File: config.mk
export PLATFORM = sky130hd
export DESIGN_NAME = cache_req_ctrl
export DESIGN_NICKNAME = d
export VERILOG_FILES = /design/src/design/l1d_pkg.sv /design/src/design/cache_req_ctrl.sv
export SDC_FILE = /design/constraint.sdc
export NUM_CORES = 1
export LEC_CHECK = 0
export BUFFER_PORTS_ARGS = -buffer_cell sky130_fd_sc_hd__buf_2
export CORE_AREA = 2 2 150 152
export DETAILED_ROUTE_END_ITERATION = 10
export DIE_AREA = 0 0 152 154
export PLACE_DENSITY = 0.59
export SYNTH_ARGS = -nofsm -noshare
export SYNTH_HDL_FRONTEND = slang
export SYNTH_SLANG_ARGS = --single-unit
File: constraint.sdc
create_clock -name clk -period 4.3 [get_ports clk]
set_input_delay 0.43 -clock clk [delete_from_list [all_inputs] [get_ports clk]]
set_output_delay 0.43 -clock clk [all_outputs]
set_load 0.05 [all_outputs]
File: src/design/l1d_pkg.sv
// cache geometry constants, controller state enum and request opcode enum.
package l1d_pkg;

    // ************************************************************
    // geometry.
    // ************************************************************
    localparam int NUM_WAYS = 2;  // one lru bit per set covers two ways.
    localparam int ADDR_W   = 32;
    localparam int DATA_W   = 32;
    localparam int OFFSET_W = 2;  // byte offset inside the word.

    // ************************************************************
    // controller states and request opcodes.
    // ************************************************************
    typedef enum logic [2:0] {
        S_IDLE,
        S_LOOKUP,     // array read and then tag compare.
        S_WRITEBACK,  // dirty victim goes out to memory.
        S_REFILL,     // missing word comes in from memory.
        S_RESPOND
    } ctrl_state_e;

    typedef enum logic {
        OP_READ,
        OP_WRITE
    } req_op_e;

endpackage
File: src/design/cache_req_ctrl.sv
// request FSM that sequences lookup, write-back, refill and response.
`timescale 1ns/100ps

module cache_req_ctrl #(
    parameter int INDEX_W = 8,
    localparam int TAG_W  = l1d_pkg::ADDR_W - INDEX_W - l1d_pkg::OFFSET_W,
    localparam int WAY_W  = $clog2(l1d_pkg::NUM_WAYS),
    localparam int STRB_W = l1d_pkg::DATA_W / 8
) (
    input  logic                        clk,
    input  logic                        rst_i,

    input  logic                        req_i,
    input  l1d_pkg::req_op_e            req_op_i,
    input  logic [l1d_pkg::ADDR_W-1:0]  req_addr_i,
    input  logic [l1d_pkg::DATA_W-1:0]  req_wdata_i,
    input  logic [STRB_W-1:0]           req_wstrb_i,
    output logic                        busy_o,
    output logic                        rsp_valid_o,
    output logic                        rsp_hit_o,
    output logic [l1d_pkg::DATA_W-1:0]  rsp_rdata_o,

    output logic                        mem_valid_o,
    output logic                        mem_we_o,
    output logic [l1d_pkg::ADDR_W-1:0]  mem_addr_o,
    output logic [l1d_pkg::DATA_W-1:0]  mem_wdata_o,
    input  logic                        mem_ready_i,
    input  logic [l1d_pkg::DATA_W-1:0]  mem_rdata_i,

    output logic                        lookup_o,
    output logic [INDEX_W-1:0]          index_o,
    output logic [TAG_W-1:0]            tag_o,
    output logic [l1d_pkg::NUM_WAYS-1:0] way_wr_en_o,
    output logic [l1d_pkg::DATA_W-1:0]  wr_data_o,
    output logic [STRB_W-1:0]           wr_wstrb_o,
    output logic [TAG_W-1:0]            wr_tag_o,
    output logic                        wr_dirty_o,
    output logic                        lru_touch_o,

    input  logic                        any_hit_i,
    input  logic [WAY_W-1:0]            hit_way_i,
    input  logic [WAY_W-1:0]            victim_way_i,
    input  logic                        victim_dirty_i,
    input  logic [TAG_W-1:0]            victim_tag_i,
    input  logic [l1d_pkg::DATA_W-1:0]  sel_rdata_i
);

    l1d_pkg::ctrl_state_e       state_q;
    l1d_pkg::req_op_e           op_q;
    logic [l1d_pkg::ADDR_W-1:0] addr_q;
    logic [l1d_pkg::DATA_W-1:0] wdata_q;
    logic [STRB_W-1:0]          wstrb_q;
    logic                       cmp_q;   // way outputs valid in the second lookup cycle.
    logic                       miss_q;  // first lookup of this request missed.
    logic [WAY_W-1:0]           victim_q;
    logic [TAG_W-1:0]           victim_tag_q;
    logic [l1d_pkg::DATA_W-1:0] wb_data_q;
    logic [l1d_pkg::DATA_W-1:0] rsp_data_q;
    logic [l1d_pkg::DATA_W-1:0] merged;
    logic                       accept;
    logic                       decide;

    assign busy_o = (state_q != l1d_pkg::S_IDLE) && (state_q != l1d_pkg::S_RESPOND);
    assign accept = req_i && !busy_o;
    assign decide = (state_q == l1d_pkg::S_LOOKUP) && cmp_q;

    // ************************************************************
    // state machine.
    // ************************************************************
    always_ff @(posedge clk) begin
        if (rst_i) begin
            state_q <= l1d_pkg::S_IDLE;
            cmp_q   <= 1'b0;
            miss_q  <= 1'b0;
        end else begin
            cmp_q <= (state_q == l1d_pkg::S_LOOKUP) && !cmp_q;
            case (state_q)
                l1d_pkg::S_IDLE, l1d_pkg::S_RESPOND: begin
                    state_q <= accept ? l1d_pkg::S_LOOKUP : l1d_pkg::S_IDLE;
                    if (accept) miss_q <= 1'b0;
                end
                l1d_pkg::S_LOOKUP: begin
                    if (cmp_q && any_hit_i) begin
                        state_q <= l1d_pkg::S_RESPOND;
                    end else if (cmp_q) begin
                        miss_q  <= 1'b1;
                        state_q <= victim_dirty_i ? l1d_pkg::S_WRITEBACK : l1d_pkg::S_REFILL;
                    end
                end
                l1d_pkg::S_WRITEBACK: if (mem_ready_i) state_q <= l1d_pkg::S_REFILL;
                l1d_pkg::S_REFILL:    if (mem_ready_i) state_q <= l1d_pkg::S_LOOKUP;
                default:              state_q <= l1d_pkg::S_IDLE;
            endcase
        end
    end

    // request, victim and response payload.
    always_ff @(posedge clk) begin
        if (accept) begin
            op_q    <= req_op_i;
            addr_q  <= req_addr_i;
            wdata_q <= req_wdata_i;
            wstrb_q <= req_wstrb_i;
        end
        if (decide) begin
            victim_q     <= victim_way_i;
            victim_tag_q <= victim_tag_i;
            wb_data_q    <= sel_rdata_i;  // selector shows the victim word on a miss.
            rsp_data_q   <= (op_q == l1d_pkg::OP_WRITE) ? merged : sel_rdata_i;
        end
    end

    always_comb begin
        for (int b = 0; b < STRB_W; b++) begin
            merged[b*8 +: 8] = wstrb_q[b] ? wdata_q[b*8 +: 8] : sel_rdata_i[b*8 +: 8];
        end
    end

    // ************************************************************
    // refill into the victim way and write hits into the hit way.
    // ************************************************************
    always_comb begin
        way_wr_en_o = '0;
        wr_data_o   = wdata_q;
        wr_wstrb_o  = wstrb_q;
        wr_dirty_o  = 1'b1;
        if (state_q == l1d_pkg::S_REFILL) begin
            way_wr_en_o[victim_q] = mem_ready_i;
            wr_data_o             = mem_rdata_i;
            wr_wstrb_o            = '1;
            wr_dirty_o            = 1'b0;  // fresh copy of memory.
        end else if (decide && any_hit_i && (op_q == l1d_pkg::OP_WRITE)) begin
            way_wr_en_o[hit_way_i] = 1'b1;
        end
    end

    assign lookup_o    = (state_q == l1d_pkg::S_LOOKUP) && !cmp_q;
    assign index_o     = addr_q[l1d_pkg::OFFSET_W +: INDEX_W];
    assign tag_o       = addr_q[l1d_pkg::ADDR_W-1 -: TAG_W];
    assign wr_tag_o    = tag_o;
    assign lru_touch_o = decide && any_hit_i;

    assign mem_valid_o = (state_q == l1d_pkg::S_WRITEBACK) || (state_q == l1d_pkg::S_REFILL);
    assign mem_we_o    = (state_q == l1d_pkg::S_WRITEBACK);
    assign mem_addr_o  = {mem_we_o ? victim_tag_q : tag_o, index_o, {l1d_pkg::OFFSET_W{1'b0}}};
    assign mem_wdata_o = wb_data_q;

    assign rsp_valid_o = (state_q == l1d_pkg::S_RESPOND);
    assign rsp_hit_o   = !miss_q;
    assign rsp_rdata_o = rsp_data_q;

endmodule

======== Word-level counts from Yosys, hierarchy flattened ========
Cells that the tools add are included.
word-level totals
  word-level logic and storage cells ...... 72
  bits in read-only memories .............. 0
  memory bits (writable) .................. 0
  register bits after elaboration ......... 161
  output and inout port bits .............. 194
  latch bits .............................. 0
  memories kept ........................... 0
operators by class
  shift-type cells ........................ 0
  add/subtract/negate cells ............... 0
  div/mod/pow operators ................... 0
  mux-type cells .......................... 26
  multiply operators ...................... 0
  reduce and logical (&&, ||, !) cells .... 19
  bitwise operators ....................... 1
  equality and inequality tests ........... 11
  order comparisons ....................... 4
operators with widths
  cell                                                      count
  2-to-1 mux 32 bit                                         2
  2-to-1 mux 8 bit                                          4
  2-to-1 mux 22 bit                                         1
  2-to-1 mux 3 bit                                          4
  case mux 3 bit (4 select lines)                           1
  logical AND 1 bit                                         9
  2-to-1 mux 1 bit                                          8
  != test 2 bit, second input constant                      4
  equality test 3 x 2 -> 1 bit, second input constant       2
  < comparator 1 x 2 -> 1 bit, second input constant        2
  2-to-1 mux 2 bit                                          2
  2-to-1 mux 4 bit                                          1
  AND reduction 4 bit                                       1
  equality test 3 x 1 -> 1 bit, second input constant       1
  equality test 3 bit, second input constant                1
  logical NOT 1 bit                                         3
  logical NOT 3 bit                                         1
  != test 3 x 2 -> 1 bit, second input constant             1
  != test 3 bit, second input constant                      1
  AND reduction 3 bit                                       1
  nonzero test 3 bit                                        1
  AND 2 bit                                                 1
  demux 1 bit (select 1 bit)                                2
  greater-or-equal comparator 1 bit, second input constant  2
  5 further kinds                                           5

======== Longest topological paths before layout ========
  depth in word-level cells ............... 6
  gate-level depth with buffers ........... 6
  depth with buffers taken out ............ 4

======== Worst setup path after synthesis ========
Ideal clock, no wire load.
  path kind ............................... reg-to-output
  from .................................... reg state_q[1]
  to ...................................... out way_wr_en_o[1] in the netlist's numbering
  buffers on the path ..................... 1
  arrival time ............................ 3.255 ns
  stages on the path, launching flop included .. 5
  slack ................................... 0.615 ns
  cell sequence ........................... dfxtp_1 -> buf_2 -> and4bb_2 -> nand3_1 -> o21ai_0
between the ends
  cells in the longest elaborated chain, start to end .. 6
  elaborated cells between the ends (all ways) .. 7
  classes of those cells .................. 2 x eq/ne; 2 x mux; 3 x reduce/logical
RTL lines
  what                            line                   source
  start: declaration              cache_req_ctrl.sv:48   l1d_pkg::ctrl_state_e state_q;
  start signal: assignment        cache_req_ctrl.sv:72   state_q <= l1d_pkg::S_IDLE;
  start signal: assignment        cache_req_ctrl.sv:79   state_q <= accept ? l1d_pkg::S_LOOKUP : l1d_pkg::S_IDLE;
  start signal: assignment        cache_req_ctrl.sv:84   state_q <= l1d_pkg::S_RESPOND;
  equality test 3 x 1 -> 1 bit    cache_req_ctrl.sv:65   assign decide = (state_q == l1d_pkg::S_LOOKUP) && cmp_q;
  logical AND 1 bit               cache_req_ctrl.sv:65
  via decide                      cache_req_ctrl.sv:61   logic decide;
  logical AND 1 bit (2 in a row)  cache_req_ctrl.sv:132  end else if (decide && any_hit_i && (op_q == l1d_pkg::OP_WRITE)) begin
  2-to-1 mux 2 bit                cache_req_ctrl.sv:132
  2-to-1 mux 2 bit                cache_req_ctrl.sv:127  if (state_q == l1d_pkg::S_REFILL) begin
  end: declaration                cache_req_ctrl.sv:33   output logic [l1d_pkg::NUM_WAYS-1:0] way_wr_en_o,
The timed path passes the listed nets, and every way through them passes these cells.

======== Worst setup path in the final report ========
  from .................................... reg state_q[1]
  to ...................................... out mem_addr_o[12] in the netlist's numbering
between the ends
  cells in the longest elaborated chain, start to end .. 2
RTL lines
  what                          line                   source
  equality test 3 x 2 -> 1 bit  cache_req_ctrl.sv:144  assign mem_we_o = (state_q == l1d_pkg::S_WRITEBACK);
  2-to-1 mux 22 bit             cache_req_ctrl.sv:145  assign mem_addr_o = {mem_we_o ? victim_tag_q : tag_o, index_o, {l1d_pkg::OFFSET_W{1'b0}}};
  end: declaration              cache_req_ctrl.sv:25   output logic [l1d_pkg::ADDR_W-1:0] mem_addr_o,
No other way between the ends.

==> results.cfg <==
[synth]
ys_seq_elements = 159
ys_warn_count = 0
synthDistinctLibCells = 37
synthFlopType = edfxtp_1
synth_edf_count = 154
avgSynthCellArea_um2 = 19.3
netlist_instances = 333
syn_area_um2 = 6420
yosysSeqAreaShare_pct = 73.6
async_flop_share_pct = 0

[routing]
ant_nets = 0
drtIter0Drc = 166
totalWireLength_mm = 17.0
vias = 4083
dr.pass1.iters = 4
vias_per_cell = 4.25
drcViolationCount = 0
wl_per_cell_um = 17.6

[floorplanning]
num_rows = 54
die_area_um2 = 23400
fp.coreArea_um2 = 21700
dieWidth_um = 152
start_util_pct = 29.6
pin_count = 357
die_h_um = 154

[clock_network]
clock-sinks = 159
cts_max_level = 4
worstSkewPairLatency_ns = 0.41
clk_path_buf_depth = 2
cts_resized = 0
post-cts-setup-buffers = 0
hold_buffers = 0
root_buffer = clkbuf_16
cts.clk_slew.worst_paths_ns = 0.07
numCtsBuffers = 17
tritoncts = done

[sta]
fin_ws_ns = 1.53
drv_slew = 0
post-route-period-util_pct = 64.5
maxSlewHeadroom_pct = 54.2
setup_viol = 0
timing_hold_violations_final = 0
tightest_slew_ns = 0.685
hold_slack_ns = 0.186
fmax_ghz = 0.360
fin_skew_ns = 0.00637
rsz0062_at_grt = no
fin_tns_setup_ns = 0
fin_crit_ns = 2.77

[placement]
gp_congestion = 0.763
dp_slack_ns = 1.93
dp.cells = 929
dp_hpwl_mm = 12.7
io_buffers = 352

[run_status]
status = completed

[global_routing]
overflow = 0
met2_usage_pct = 24.8
grt_pass1_wl_mm = 25.0
grt_max_degree = 48
grt_pass1_vias = 4125
grt-busiest-layer = met2
antenna_found_initial = 3
use_met3_pct = 6.00
grt_usage_pct = 14.3
use_met1_pct = 16.0

[setup_path]
cp_slowest_cell = dfxtp_1
required_ns = 3.87
worstPathArrival_ns = 2.34
critPathKind = reg2out
r2r_start = state_q[0]
path_cells = nand2b_4 -> nor2_4 -> mux2_2 -> buf_2
reg2reg_slack_ns = 2.31
startpoint_type = flip-flop
end_kind = output port
max_stage_delay_ns = 0.61
crit_fanout = 23
critPathLaunch = state_q[1]

[final_layout]
n_fill_cell = 2046
instances_no_fill = 961
post-route-util_pct = 41.0
fin_nets = 831
synthToLayoutAreaGrowth_pct = 38.5
layout-drive-gt1-share_pct = 70.6

[worst_hold_path]
min_from = req_wdata_i[26]
hold_class = in2reg

[pwr]
ir_drop_v = 0.000240
powerDensity_nw_per_um2 = 606
p_leak_uw = 0.00378

[run]
maxCapViolCount = 0
## cell families (layout without fill, tap and decap cells)
family | Yosys count | after routing | synth area share (%)
buf+inv | 46 | 392 | 5.26
flops | 159 | 159 | 73.6
compound gates | 7 | 7 | 0.780
other cells | 1 | 3 | 0.0584
mux | 87 | 87 | 16.7
simple gates | 33 | 33 | 3.55
## worst max-delay path: cells and delay by family, from the launching register on
kind                   cells  cell delay [ns]
buffers and inverters      1             0.21
DFF                        1             0.61
muxes                      1             0.42
and+or+nand+nor            2             0.67
## cell type report
cell class	instances	area [um2]	share of cell area (%)
flip-flops and latches	159	4720	53.2
repair buffers	356	1790	20.2
multi-input cells	129	1370	15.4
clock buffers	17	425	4.79
well taps	280	350	3.94
clock inverters	14	205	2.31
inverters	5	21.3	0.239
diodes	1	2.50	0.0282
## state kept, by name (all words and copies together) (netlist names)
name          flops
mem_wdata_o      32
rsp_rdata_o      32
wdata_q          32
addr_q           30
victim_tag_q     22
wstrb_q           4
state_q           3
cmp_q             1
miss_q            1
op_q              1
victim_q          1
## stage by stage
step           total power, uW  area [um2]
2_1_floorplan             3450        6420
3_3_place_gp              3810        8260
3_5_place_dp              3820        8260
4_1_cts                   5470        8890
5_1_grt                   5600        8890
6_report                  5390        8890
## cells in the mapped netlist, types with 2 or more instances
| master | instances | area, um2 |
|---|---|---|
| nand2b_1 | 6 | 37.5 |
| mux2_2 | 61 | 687 |
| mux2_4 | 25 | 375 |
| buf_6 | 4 | 45.0 |
| buf_4 | 35 | 263 |
| edfxtp_1 | 154 | 4620 |
| nor4_1 | 2 | 12.5 |
| inv_1 | 4 | 15.0 |
| nand3_1 | 3 | 15.0 |
| nand2_1 | 5 | 18.8 |
| dfxtp_1 | 5 | 100 |
| nor2_1 | 4 | 15.0 |
## where the power goes
group | switching [uW] | internal [uW]
clock network | 640 | 984
registers | 128 | 1970
logic | 1260 | 410
## per-layer routing
| layer | vias up | part of all wire [%] |
|---|---|---|
| met5 | - | 0.12 |
| met4 | 4 | 0.88 |
| met3 | 11 | 9.7 |
| met2 | 244 | 51 |
| met1 | 1914 | 38 |
| li1 | 1910 | - |
## cells in the final DEF, fill, tap and decap left out, drive strengths merged
| cell type | instances |
|---|---|
| nor2b | 1 |
| and2 | 1 |
| a2bb2oi | 1 |
| mux2 | 86 |
| edfxtp | 154 |
| nand2 | 6 |
| o22ai | 1 |
| diode | 1 |
| nor4 | 2 |
| nor3b | 2 |
| conb | 2 |
| bufinv | 4 |
| nor4b | 1 |
| nor2 | 5 |
| o31ai | 1 |
| and4bb | 1 |
| nand4 | 1 |
| and3 | 1 |
| clkinvlp | 2 |
| a211oi | 1 |
| o2bb2ai | 1 |
| nand2b | 7 |
| clkinv | 2 |
| inv | 11 |
| o21ai | 1 |
| nand3 | 3 |
| nor3 | 1 |
| buf | 356 |
| mux2i | 1 |
| dfxtp | 5 |
| a31oi | 1 |
| or2 | 1 |
| clkbuf | 17 |
## path summary, 6_finish.rpt
path / endpoint / depth (start not counted)
worst max register to register: mem_wdata_o[10] / 2
worst min register to register: cmp_q / 1
worst max-delay path: mem_addr_o[12] / 4
worst min-delay path: wdata_q[26] / 1
(Power assumes the default switching activity.)
